==> src/source/spritePkg.sv <==
// sprite package with pixel types, scene colors and the girder rectangle table

package spritePkg;

    // ------------------------------
    // vector types
    // ------------------------------

    // screen coordinate, also used for the barrel radius
    typedef logic [9:0] coordT;

    // 4 bits each of red, green, blue
    typedef logic [11:0] colorT;

    typedef logic [3:0] digitT;

    // frames remaining on the countdown
    typedef logic [15:0] frameCountT;

    // ------------------------------
    // scene colors
    // ------------------------------

    localparam colorT BarrelColor = 12'hD60;
    localparam colorT DigitColor  = 12'hFFF;
    localparam colorT GirderColor = 12'hB04;
    localparam colorT BackColor   = 12'h000;

    // ------------------------------
    // girder rectangles
    // ------------------------------

    // six girders, then the top platform
    localparam int GirderCount = 7;

    // x bounds are exclusive, y bounds inclusive
    localparam coordT GirderLeft [GirderCount] = '{
        10'd30, 10'd30, 10'd80, 10'd30, 10'd80, 10'd30, 10'd125
    };
    localparam coordT GirderRight [GirderCount] = '{
        10'd610, 10'd560, 10'd610, 10'd560, 10'd610, 10'd560, 10'd200
    };
    localparam coordT GirderTop [GirderCount] = '{
        10'd430, 10'd370, 10'd310, 10'd250, 10'd190, 10'd130, 10'd90
    };
    localparam coordT GirderBottom [GirderCount] = '{
        10'd440, 10'd380, 10'd320, 10'd260, 10'd200, 10'd140, 10'd100
    };

endpackage

==> src/source/apbRegs.sv <==
// APB slave holding the barrel positions, the barrel size and the timer restart command
`timescale 1ns/1ps

module apbRegs (
    input  logic             frame_clk,
    input  logic             reset,
    input  logic             PSEL,
    input  logic             PENABLE,
    input  logic             PWRITE,
    input  logic [7:0]       PADDR,
    input  logic [15:0]      PWDATA,
    output logic [15:0]      PRDATA,
    output logic             PREADY,
    output logic             PSLVERR,
    output spritePkg::coordT barrel0X,
    output spritePkg::coordT barrel0Y,
    output spritePkg::coordT barrel1X,
    output spritePkg::coordT barrel1Y,
    output spritePkg::coordT barrelSize,
    output logic             timerRestart
);

    // register map
    localparam logic [7:0] AddrBarrel0X   = 8'h00;
    localparam logic [7:0] AddrBarrel0Y   = 8'h04;
    localparam logic [7:0] AddrBarrel1X   = 8'h08;
    localparam logic [7:0] AddrBarrel1Y   = 8'h0C;
    localparam logic [7:0] AddrBarrelSize = 8'h10;
    localparam logic [7:0] AddrControl    = 8'h14;

    // barrels start off screen
    localparam logic [9:0] OffScreen   = 10'd700;
    localparam logic [9:0] DefaultSize = 10'd8;

    logic        access;
    logic        writeEn;
    logic        addrMapped;
    logic [15:0] readData;

    assign PREADY  = 1'b1;
    assign access  = PSEL & PENABLE;
    assign writeEn = access & PWRITE & addrMapped;
    assign PSLVERR = access & ~addrMapped;
    assign PRDATA  = (access && !PWRITE) ? readData : 16'd0;

    // address decode and read mux
    always_comb begin
        addrMapped = 1'b1;
        readData   = 16'd0;
        case (PADDR)
            AddrBarrel0X:   readData = {6'd0, barrel0X};
            AddrBarrel0Y:   readData = {6'd0, barrel0Y};
            AddrBarrel1X:   readData = {6'd0, barrel1X};
            AddrBarrel1Y:   readData = {6'd0, barrel1Y};
            AddrBarrelSize: readData = {6'd0, barrelSize};
            AddrControl:    readData = 16'd0;
            default:        addrMapped = 1'b0;
        endcase
    end

    // ------------------------------
    // write side
    // ------------------------------

    always_ff @(posedge frame_clk or posedge reset) begin
        if (reset) begin
            barrel0X   <= OffScreen;
            barrel0Y   <= OffScreen;
            barrel1X   <= OffScreen;
            barrel1Y   <= OffScreen;
            barrelSize <= DefaultSize;
        end else if (writeEn) begin
            case (PADDR)
                AddrBarrel0X:   barrel0X   <= PWDATA[9:0];
                AddrBarrel0Y:   barrel0Y   <= PWDATA[9:0];
                AddrBarrel1X:   barrel1X   <= PWDATA[9:0];
                AddrBarrel1Y:   barrel1Y   <= PWDATA[9:0];
                AddrBarrelSize: barrelSize <= PWDATA[9:0];
                default: ;
            endcase
        end
    end

    // one-cycle restart pulse, timer reloads on the next edge
    always_ff @(posedge frame_clk or posedge reset) begin
        if (reset) begin
            timerRestart <= 1'b0;
        end else begin
            timerRestart <= writeEn && (PADDR == AddrControl) && PWDATA[0];
        end
    end

endmodule

==> src/source/countdownTimer.sv <==
// frame countdown timer with seconds split into three decimal digits
`timescale 1ns/1ps

module countdownTimer #(
    parameter int TimerStart      = 6059,
    parameter int FramesPerSecond = 60
) (
    input  logic                  frame_clk,
    input  logic                  reset,
    input  logic                  frameStart,
    input  logic                  timerRestart,
    output spritePkg::frameCountT timeLeft,
    output spritePkg::digitT      hundreds,
    output spritePkg::digitT      tens,
    output spritePkg::digitT      ones
);

    import spritePkg::*;

    frameCountT seconds;

    // restart takes priority over a frame tick
    always_ff @(posedge frame_clk or posedge reset) begin
        if (reset) begin
            timeLeft <= frameCountT'(TimerStart);
        end else if (timerRestart) begin
            timeLeft <= frameCountT'(TimerStart);
        end else if (frameStart && (timeLeft != '0)) begin
            timeLeft <= timeLeft - 1'b1;
        end
    end

    // whole seconds, then decimal split
    assign seconds  = timeLeft / frameCountT'(FramesPerSecond);
    assign hundreds = digitT'(seconds / frameCountT'(100));
    assign tens     = digitT'((seconds % frameCountT'(100)) / frameCountT'(10));
    assign ones     = digitT'(seconds % frameCountT'(10));

endmodule

==> src/source/digitGlyph.sv <==
// seven-segment renderer deciding whether one pixel of an 8x16 digit cell is lit
`timescale 1ns/1ps

module digitGlyph (
    input  spritePkg::digitT digit,
    input  logic [2:0]       cellX,
    input  logic [3:0]       cellY,
    output logic             lit
);

    // segment order a b c d e f g, msb first
    logic [6:0] segOn;
    logic [6:0] segArea;

    always_comb begin
        case (digit)
            4'd0:    segOn = 7'b1111110;
            4'd1:    segOn = 7'b0110000;
            4'd2:    segOn = 7'b1101101;
            4'd3:    segOn = 7'b1111001;
            4'd4:    segOn = 7'b0110011;
            4'd5:    segOn = 7'b1011011;
            4'd6:    segOn = 7'b1011111;
            4'd7:    segOn = 7'b1110000;
            4'd8:    segOn = 7'b1111111;
            4'd9:    segOn = 7'b1111011;
            default: segOn = 7'b0000000;
        endcase
    end

    // horizontal bars span columns 1..6
    assign segArea[6] = (cellY <= 4'd1) && (cellX >= 3'd1) && (cellX <= 3'd6);
    assign segArea[0] = (cellY >= 4'd7) && (cellY <= 4'd8)
                        && (cellX >= 3'd1) && (cellX <= 3'd6);
    assign segArea[3] = (cellY >= 4'd14) && (cellX >= 3'd1) && (cellX <= 3'd6);

    // upper verticals
    assign segArea[5] = (cellX >= 3'd6) && (cellY >= 4'd1) && (cellY <= 4'd7);
    assign segArea[1] = (cellX <= 3'd1) && (cellY >= 4'd1) && (cellY <= 4'd7);

    // lower verticals
    assign segArea[4] = (cellX >= 3'd6) && (cellY >= 4'd8) && (cellY <= 4'd14);
    assign segArea[2] = (cellX <= 3'd1) && (cellY >= 4'd8) && (cellY <= 4'd14);

    assign lit = |(segOn & segArea);

endmodule

==> src/source/sceneHitTest.sv <==
// first pixel stage: tests barrels, girders and timer digits and registers the hit flags
`timescale 1ns/1ps

module sceneHitTest (
    input  logic             frame_clk,
    input  logic             reset,
    input  spritePkg::coordT drawX,
    input  spritePkg::coordT drawY,
    input  spritePkg::coordT barrel0X,
    input  spritePkg::coordT barrel0Y,
    input  spritePkg::coordT barrel1X,
    input  spritePkg::coordT barrel1Y,
    input  spritePkg::coordT barrelSize,
    input  spritePkg::digitT hundreds,
    input  spritePkg::digitT tens,
    input  spritePkg::digitT ones,
    output logic             barrelHit,
    output logic             digitHit,
    output logic             girderHit
);

    import spritePkg::*;

    logic  barrelNext;
    logic  girderNext;
    logic  digitNext;
    logic  inDigitArea;
    logic  glyphLit;
    digitT cellDigit;

    // squared distance from center against squared radius
    function automatic logic circleHit(input coordT px, input coordT py,
                                       input coordT cx, input coordT cy,
                                       input coordT radius);
        logic signed [10:0] dx;
        logic signed [10:0] dy;
        logic [22:0]        distSq;
        logic [22:0]        radSq;
        dx     = $signed({1'b0, px}) - $signed({1'b0, cx});
        dy     = $signed({1'b0, py}) - $signed({1'b0, cy});
        distSq = 23'(dx * dx) + 23'(dy * dy);
        radSq  = {13'd0, radius} * {13'd0, radius};
        return distSq <= radSq;
    endfunction

    assign barrelNext = circleHit(drawX, drawY, barrel0X, barrel0Y, barrelSize)
                        || circleHit(drawX, drawY, barrel1X, barrel1Y, barrelSize);

    // scan the girder table
    always_comb begin
        girderNext = 1'b0;
        for (int i = 0; i < GirderCount; i++) begin
            if ((drawX > GirderLeft[i]) && (drawX < GirderRight[i])
                    && (drawY >= GirderTop[i]) && (drawY <= GirderBottom[i])) begin
                girderNext = 1'b1;
            end
        end
    end

    // ------------------------------
    // timer digits, top-left corner
    // ------------------------------

    assign inDigitArea = (drawX < coordT'(24)) && (drawY < coordT'(16));

    // 8-pixel column picks the digit
    always_comb begin
        case (drawX[4:3])
            2'd0:    cellDigit = hundreds;
            2'd1:    cellDigit = tens;
            default: cellDigit = ones;
        endcase
    end

    digitGlyph glyph (
        .digit (cellDigit),
        .cellX (drawX[2:0]),
        .cellY (drawY[3:0]),
        .lit   (glyphLit)
    );

    assign digitNext = inDigitArea & glyphLit;

    always_ff @(posedge frame_clk or posedge reset) begin
        if (reset) begin
            barrelHit <= 1'b0;
            digitHit  <= 1'b0;
            girderHit <= 1'b0;
        end else begin
            barrelHit <= barrelNext;
            digitHit  <= digitNext;
            girderHit <= girderNext;
        end
    end

endmodule

==> src/source/pixelMixer.sv <==
// second pixel stage: picks the pixel color by fixed priority and registers it
`timescale 1ns/1ps

module pixelMixer (
    input  logic             frame_clk,
    input  logic             reset,
    input  logic             barrelHit,
    input  logic             digitHit,
    input  logic             girderHit,
    output spritePkg::colorT rgb
);

    import spritePkg::*;

    colorT colorNext;

    // barrel over digit over girder over background
    always_comb begin
        if (barrelHit) begin
            colorNext = BarrelColor;
        end else if (digitHit) begin
            colorNext = DigitColor;
        end else if (girderHit) begin
            colorNext = GirderColor;
        end else begin
            colorNext = BackColor;
        end
    end

    always_ff @(posedge frame_clk or posedge reset) begin
        if (reset) begin
            rgb <= BackColor;
        end else begin
            rgb <= colorNext;
        end
    end

endmodule

==> src/source/donkeyScreen.sv <==
// pixel engine top level joining the APB registers, timer, hit test and color mixer
`timescale 1ns/1ps

module donkeyScreen #(
    parameter int TimerStart      = 6059,
    parameter int FramesPerSecond = 60
) (
    input  logic                  frame_clk,
    input  logic                  reset,
    input  logic                  PSEL,
    input  logic                  PENABLE,
    input  logic                  PWRITE,
    input  logic [7:0]            PADDR,
    input  logic [15:0]           PWDATA,
    output logic [15:0]           PRDATA,
    output logic                  PREADY,
    output logic                  PSLVERR,
    input  logic                  frameStart,
    input  spritePkg::coordT      drawX,
    input  spritePkg::coordT      drawY,
    output spritePkg::colorT      rgb,
    output spritePkg::frameCountT timeLeft
);

    import spritePkg::*;

    coordT barrel0X;
    coordT barrel0Y;
    coordT barrel1X;
    coordT barrel1Y;
    coordT barrelSize;
    logic  timerRestart;
    digitT hundreds;
    digitT tens;
    digitT ones;
    logic  barrelHit;
    logic  digitHit;
    logic  girderHit;

    // ------------------------------
    // input side
    // ------------------------------

    apbRegs regs (
        .frame_clk, .reset,
        .PSEL, .PENABLE, .PWRITE, .PADDR, .PWDATA,
        .PRDATA, .PREADY, .PSLVERR,
        .barrel0X, .barrel0Y, .barrel1X, .barrel1Y, .barrelSize,
        .timerRestart
    );

    countdownTimer #(
        .TimerStart      (TimerStart),
        .FramesPerSecond (FramesPerSecond)
    ) timer (
        .frame_clk, .reset, .frameStart, .timerRestart,
        .timeLeft, .hundreds, .tens, .ones
    );

    // ------------------------------
    // pixel pipeline, two stages
    // ------------------------------

    sceneHitTest hitTest (
        .frame_clk, .reset, .drawX, .drawY,
        .barrel0X, .barrel0Y, .barrel1X, .barrel1Y, .barrelSize,
        .hundreds, .tens, .ones,
        .barrelHit, .digitHit, .girderHit
    );

    pixelMixer mixer (
        .frame_clk, .reset,
        .barrelHit, .digitHit, .girderHit,
        .rgb
    );

endmodule

==> config.mk <==
export PLATFORM = sky130hd
export DESIGN_NAME = donkeyScreen
export DESIGN_NICKNAME = d
export VERILOG_FILES = /design/src/source/spritePkg.sv /design/src/source/apbRegs.sv /design/src/source/countdownTimer.sv /design/src/source/digitGlyph.sv /design/src/source/sceneHitTest.sv /design/src/source/pixelMixer.sv /design/src/source/donkeyScreen.sv
export SDC_FILE = /design/constraint.sdc
export NUM_CORES = 2
export LEC_CHECK = 0
export BUFFER_PORTS_ARGS = -buffer_cell sky130_fd_sc_hd__clkbuf_2
export CORE_ASPECT_RATIO = 1.5
export CORE_MARGIN = 5
export CORE_UTILIZATION = 40
export DETAILED_ROUTE_END_ITERATION = 7
export PLACE_DENSITY_LB_ADDON = 0.15
export SLEW_MARGIN = 25
export SYNTH_ARGS = -nofsm -noshare
export SYNTH_HDL_FRONTEND = slang
export SYNTH_SLANG_ARGS = --single-unit
==> constraint.sdc <==
create_clock -name frame_clk -period 20.8 [get_ports frame_clk]
set_input_delay 0 -clock frame_clk [delete_from_list [all_inputs] [get_ports frame_clk]]
set_output_delay 0 -clock frame_clk [all_outputs]
set_load 0.02 [all_outputs]
After elaboration in Yosys (flattened, before gate mapping)
Memories as Yosys holds them, arrays and structs flattened.
Cells that the tools add are included.
{"block": "word_totals", "register_bits": 82, "rom_bits": 112, "input_bits": 50, "out_inout_bits": 46, "wordCells": 145, "mem_count": 1}
{"block": "op_classes", "n_addsub": 7, "n_mul": 5, "n_div": 5, "magnitude_cmp": 36, "eq_ne": 6, "muxes": 16, "bitwise_logic": 7, "reduce_logical": 51}
{"name": "(no name shown)", "depth": 16, "word_bits": 7, "rd": 1, "rd_ports_with_merged_regs": 0, "write_ports": 0, "line_no": "digitGlyph.sv:16", "source": "case (digit)"}
{"op": "11-bit by 11-bit multiplier with 22-bit output", "count": 4}
{"op": "10-bit case mux with 5 select lines", "count": 1}
{"op": "23-bit adder", "count": 2}
{"op": "23-bit by 20-bit <= comparator with 1-bit output", "count": 2}
{"op": "10-bit by 10-bit subtractor with 11-bit output", "count": 4}
{"op": "10-bit by 9-bit <= comparator with 1-bit output (second input constant)", "count": 4}
{"op": "1-bit logical AND", "count": 38}
{"op": "12-bit two-way mux", "count": 3}
{"op": "16-bit two-way mux", "count": 2}
{"op": "10-bit by 8-bit greater-or-equal comparator with 1-bit output (second input constant)", "count": 3}
{"op": "10-bit by 9-bit greater-or-equal comparator with 1-bit output (second input constant)", "count": 3}
{"op": "10-bit by 7-bit greater-than comparator with 1-bit output (second input constant)", "count": 2}
{"op": "10-bit by 8-bit <= comparator with 1-bit output (second input constant)", "count": 2}
{"op": "10-bit < comparator (second input constant)", "count": 2}
{"op": "10-bit by 5-bit < comparator with 1-bit output (second input constant)", "count": 2}
{"op": "10-bit by 10-bit multiplier with 20-bit output", "count": 1}
{"op": "16-bit by 4-bit divider with 16-bit output (second input constant)", "count": 1}
{"op": "16-bit by 6-bit divider with 16-bit output (second input constant)", "count": 1}
{"op": "16-bit by 7-bit divider with 16-bit output (second input constant)", "count": 1}
{"op": "8-bit by 4-bit equality test with 1-bit output (second input constant)", "count": 2}
{"op": "8-bit by 5-bit equality test with 1-bit output (second input constant)", "count": 2}
{"op": "16-bit by 4-bit modulo with 16-bit output (second input constant)", "count": 1}
{"op": "16-bit by 7-bit modulo with 16-bit output (second input constant)", "count": 1}
{"op": "16-bit nonzero test", "count": 1}
{"op": "other kinds (31)", "count": 48}

Longest topological paths before layout
{"block": "logic_depth", "depth_word": 11, "depth_mapped": 45, "depth_no_buf": 45}

Hierarchy
From an unflattened synthesis, not the netlist that was laid out.
{"block": "hier_totals", "hier_cells": 3375, "hier_area_um2": 29907.4}
{"mod": "sceneHitTest", "instances": 1, "cells_per_inst": 2567, "area_each_um2": 22914.5, "seq_area_each_um2": 75.1}
{"mod": "countdownTimer", "instances": 1, "cells_per_inst": 536, "area_each_um2": 3813.7, "seq_area_each_um2": 411.6}
{"mod": "apbRegs", "instances": 1, "cells_per_inst": 206, "area_each_um2": 2642.5, "seq_area_each_um2": 1307.5}
{"mod": "digitGlyph", "instances": 1, "cells_per_inst": 49, "area_each_um2": 341.6, "seq_area_each_um2": 0.0}
{"mod": "pixelMixer", "instances": 1, "cells_per_inst": 17, "area_each_um2": 195.2, "seq_area_each_um2": 100.1}

Least setup slack after synthesis
No wires, ideal clock.
{"block": "synth_path", "kind": "register to register", "startpoint": "register regs.barrel0Y[0]", "endpoint": "register hitTest.barrelHit", "setup_ns": 0.101, "arrival_ns": 8.115, "t_required_ns": 20.699, "slack_ns": 12.584, "stages_incl_launch_ff": 39, "n_path_buf": 0, "period_less_slack_ns": 8.216, "path_cell_list": "dfrtp_1 -> ha_1 -> inv_1 -> fa_1 -> a21o_1 -> a21oi_1 -> o21bai_1 -> a21oi_1 -> o21bai_1 -> a21oi_1 -> xnor2_1 -> clkinv_1 -> nand2_1 -> fa_1 -> fa_1 -> fa_1 -> inv_1 -> fa_1 -> [3 not listed] -> o21bai_1 -> a21oi_1 -> xnor2_1 -> ha_1 -> nor2b_1 -> nor2_1 -> nor2_1 -> o21ai_0 -> nand2b_1 -> a21oi_1 -> o21bai_1 -> a21oi_1 -> xnor2_1 -> ha_1 -> nand2_1 -> nor4_1 -> a21oi_1 -> o32ai_1"}
{"block": "synth_via", "elab_chain_len": 5}
{"element": "from (decl)", "line_no": "apbRegs.sv:16", "source": "output spritePkg::coordT barrel0Y,"}
{"element": "from (signal assigned)", "line_no": "apbRegs.sv:68", "source": "barrel0Y <= OffScreen;"}
{"element": "from (signal assigned)", "line_no": "apbRegs.sv:75", "source": "AddrBarrel0Y: barrel0Y <= PWDATA[9:0];"}
{"element": "10-bit by 10-bit subtractor with 11-bit output", "line_no": "sceneHitTest.sv:40", "source": "dy = $signed({1'b0, py}) - $signed({1'b0, cy});"}
{"element": "11-bit by 11-bit multiplier with 22-bit output", "line_no": "sceneHitTest.sv:41", "source": "distSq = 23'(dx * dx) + 23'(dy * dy);"}
{"element": "23-bit adder", "line_no": "sceneHitTest.sv:41"}
{"element": "23-bit by 20-bit <= comparator with 1-bit output", "line_no": "sceneHitTest.sv:43", "source": "return distSq <= radSq;"}
{"element": "1-bit logical OR", "line_no": "sceneHitTest.sv:47", "source": "|| circleHit(drawX, drawY, barrel1X, barrel1Y, barrelSize);"}
{"element": "via hitTest.barrelNext", "line_no": "sceneHitTest.sv:24", "source": "logic barrelNext;"}
{"element": "to (signal assigned)", "line_no": "sceneHitTest.sv:90", "source": "barrelHit <= barrelNext;"}
{"element": "to (decl)", "line_no": "sceneHitTest.sv:17", "source": "output logic barrelHit,"}
The timed path passes the listed nets, and every way through them passes these cells.
A chain may end at the register's enable or synchronous reset.

Worst setup path after layout
{"block": "layout_path", "startpoint": "register regs.barrel0X[2]", "endpoint": "register hitTest.barrelHit"}
{"block": "layout_via", "elab_chain_len": 5}
{"element": "from (decl)", "line_no": "apbRegs.sv:15", "source": "output spritePkg::coordT barrel0X,"}
{"element": "from (signal assigned)", "line_no": "apbRegs.sv:67", "source": "barrel0X <= OffScreen;"}
{"element": "from (signal assigned)", "line_no": "apbRegs.sv:74", "source": "AddrBarrel0X: barrel0X <= PWDATA[9:0];"}
{"element": "10-bit by 10-bit subtractor with 11-bit output", "line_no": "sceneHitTest.sv:39", "source": "dx = $signed({1'b0, px}) - $signed({1'b0, cx});"}
{"element": "11-bit by 11-bit multiplier with 22-bit output", "line_no": "sceneHitTest.sv:41"}
{"element": "23-bit adder", "line_no": "sceneHitTest.sv:41"}
{"element": "23-bit by 20-bit <= comparator with 1-bit output", "line_no": "sceneHitTest.sv:43"}
{"element": "1-bit logical OR", "line_no": "sceneHitTest.sv:47"}
{"element": "via hitTest.barrelNext", "line_no": "sceneHitTest.sv:24"}
The timed path passes the listed nets, and every way through them passes these cells.

==> results.sh <==
export IMPL_status="finished, final reports clean"
export IMPL_die_w_um=232
export IMPL_critPathMaxStageDelay_ps=650
export IMPL_die_area_mm2=0.0796
export IMPL_slew_violations=0
export IMPL_synth_area_per_cell_um2=8.70
export IMPL_setup_viol=0
export IMPL_seq_area_frac_synth_pct=6.40
export IMPL_drc_errors=0
export IMPL_reg2reg_depth=36
export IMPL_rows=122
export IMPL_synth_flop_cell="dfrtp_1"
export IMPL_synth_cells=3402
export IMPL_grt_pass1_wl_um=124000
export IMPL_holdPathStages=3
export IMPL_htree_levels=3
export IMPL_cp_num_buf_inv=4
export IMPL_clock_latency_ps=360
export IMPL_ctsResizeCount=0
export IMPL_antenna_found_initial=1
export IMPL_hold_violations=0
export IMPL_clk_pin_slew_ps=70
export IMPL_critPathLaunchType="flop"
export IMPL_numCtsBuffers=9
export IMPL_layout_drive_gt1_share_pct=7.96
export IMPL_drtIter0Drc=1005
export IMPL_ios=96
export IMPL_rsz0062_at_grt="no"
export IMPL_synthesis_area_mm2=0.0296
export IMPL_fp_dieH_um=343
export IMPL_cts_setup_buffers=0
export IMPL_cp_slowest_cell="xor2_1"
export IMPL_firstDrtPassIters=6
export IMPL_async_reset_ff_share_pct=100
export IMPL_cts_root_buf="clkbuf_16"
export IMPL_wl_um=76000
export IMPL_grt_util_all_layers_pct=19.4
export IMPL_initial_core_util_pct=40.2
export IMPL_min_path_type="primary input to flop"
export IMPL_cts_tree="done"
export IMPL_grt_remaining_overflow=0
export IMPL_skew_ps=13.0
export IMPL_relSlewSlack_pct=33.4
export IMPL_avgViaCountPerCell=5.08
export IMPL_detail_route_antenna_nets=0
export IMPL_gp_congestion=0.872
export IMPL_max_cap_violations=0
export IMPL_core_mm2=0.0736
export IMPL_grt_pass1_vias=23800
export IMPL_synth_seq_cells=74
export IMPL_synth_distinct_cells=120
export IMPL_setup_tns_ps=0
export IMPL_min_period_ps=9960
export IMPL_routedWlPerCell_um=17.1
export IMPL_critPathTopFamily="adder cells"
export IMPL_critPathCaptureType="flop"
export IMPL_cpMostUsedCell="a21oi_1"
export IMPL_clockBufferDepth=2
export IMPL_yosys_warnings=0
export IMPL_synth_edf_count=0
export IMPL_path_max_fanout=8
export IMPL_crit_cells=36
export IMPL_fmax_mhz=100
export IMPL_cts_num_sinks=74
export IMPL_worst_slew_pin_slew_ps=996
export IMPL_hpwl_um=66400
export IMPL_arrival_ps=10140
export IMPL_nets=4313
export IMPL_fillers=7624
export IMPL_period_share_pct=47.9
export IMPL_path_class="flop to flop"
export IMPL_vias=22600
export IMPL_portBuffers=82
export IMPL_required_ps=20980
export IMPL_area_delta_synth_final_pct=5.64
export IMPL_grt_start_max_net_pins=75
[tightest hold or removal path: stages]
cell and delay (ps):
clkbuf_2 190, nand2_1 90, o21ai_0 70
[per-stage QoR]
stage                     cell area, um^2  utilization [%]  worst slack, ps  std cells  hold WS (ps)
after global placement              30800             41.9            10820       4411           345
final                               31300             42.5            10840       4436          12.4
after detailed placement            30800             41.9            10800       4411           347
after global routing                31300             42.5            10120       4435          24.8
after floorplan                     29600                -            12580       3407           109
after CTS                           31200             42.5            10760       4435          2.21
[cell usage in the layout, fill, tap and decap left out, types with 35 or more instances in the layout]
cell type,n
fa_1,469
nand2_1,266
nor3_1,36
nand3_1,35
mux2_2,40
and2_1,37
xor2_1,36
o21bai_1,102
a21oi_1,206
inv_1,729
a21o_1,53
xnor2_1,183
o21ai_0,92
ha_1,356
clkbuf_2,82
dfrtp_1,40
nor2_1,233
[synthesized netlist by cell type, drive strengths merged (5+ instances only)]
master,number,share of area (%)
xor2,36,1.1
o221ai,8,0.24
o21a,10,0.25
nor3,36,0.61
mux2i,10,0.38
a221o,5,0.17
or2,9,0.20
ha,356,15
inv,731,9.3
nand2,269,3.5
and2,44,0.97
mux2,41,1.6
maj3,5,0.17
a22oi,13,0.38
o21ai,105,1.9
nor4,10,0.21
fa,469,32
nand2b,28,0.59
nor2,236,3.0
nor2b,17,0.36
and3,12,0.27
o211ai,16,0.49
o32ai,6,0.20
dfstp,34,3.0
clkinv,17,0.22
a21o,56,1.4
o21bai,102,2.6
a211o,9,0.27
a211oi,12,0.36
a221oi,5,0.23
a21oi,212,3.7
a311oi,5,0.25
dfrtp,40,3.4
o22ai,9,0.19
xnor2,185,5.6
or3,11,0.23
buf,30,0.85
nand3,37,0.68
clkbuf,54,0.99
nand4,15,0.32
a31oi,10,0.26
a21boi,8,0.24
o31ai,9,0.28
nor3b,7,0.18
[timing repair]
action | CTS | global route
setup endpoints to repair | 0 | 0
hold buffers | 8 | 0
hold endpoints to repair | 22 | 0
[flip-flops by register name (all words and copies together), names as in the netlist, 4 cells and up]
register / count
regs.barrel0Y: 10
regs.barrel0X: 10
regs.barrelSize: 10
mixer.rgb: 4
regs.barrel1X: 10
regs.barrel1Y: 10
timer.timeLeft: 16
[cell families after synthesis]
kind of cell	share of synthesized area [%]
AO/OA/AOI/OAI	15.1
XOR/XNOR	6.63
adder cells (fa/ha/maj)	47.0
buffers and inverters	11.3
flip-flops	6.40
multiplexers	1.95
other	0.0254
AND/OR/NAND/NOR	11.6
[worst paths after layout]
path | from | endpoint | slack, ps
worst min-delay path | PWDATA[7] | regs.barrel1X[7] | 10
worst max-delay path | regs.barrel0X[2] | hitTest.barrelHit | 10840
worst min register to register | regs.barrel1X[2] | regs.barrel1X[2] | 540
min in group asynchronous | reset | mixer.rgb[7] | 370
max in group asynchronous | reset | regs.barrel1Y[1] | 19900
worst max register to register | regs.barrel0X[2] | hitTest.barrelHit | 10840
[layer usage]
metal | wire length [um] | vias up | part of all wire [%] | global-route usage [%]
met3 | 1510 | 77 | 2.0 | 0.919
met1 | 30400 | 11200 | 40 | 22.9
met5 | 0 | - | 0 | 0
met4 | 1990 | 0 | 2.6 | 4.56
met2 | 42000 | 309 | 55 | 38.2
li1 | - | 10900 | - | -
[cell type report]
| class | instances | area (um^2) | area share (%) |
|---|---|---|---|
| inverter | 748 | 2810 | 8.99 |
| clock inverter | 6 | 90.1 | 0.288 |
| sequential | 74 | 1890 | 6.06 |
| tap | 992 | 1240 | 3.97 |
| multi-input combinational | 2501 | 24400 | 78.0 |
| clock buffer | 10 | 229 | 0.732 |
| timing repair buffer | 104 | 599 | 1.92 |
| antenna | 1 | 2.50 | 0.00800 |
Power is left out: the tool's default activity adds up to more than one toggle a clock period on the data nets, which glitch-free logic cannot reach.
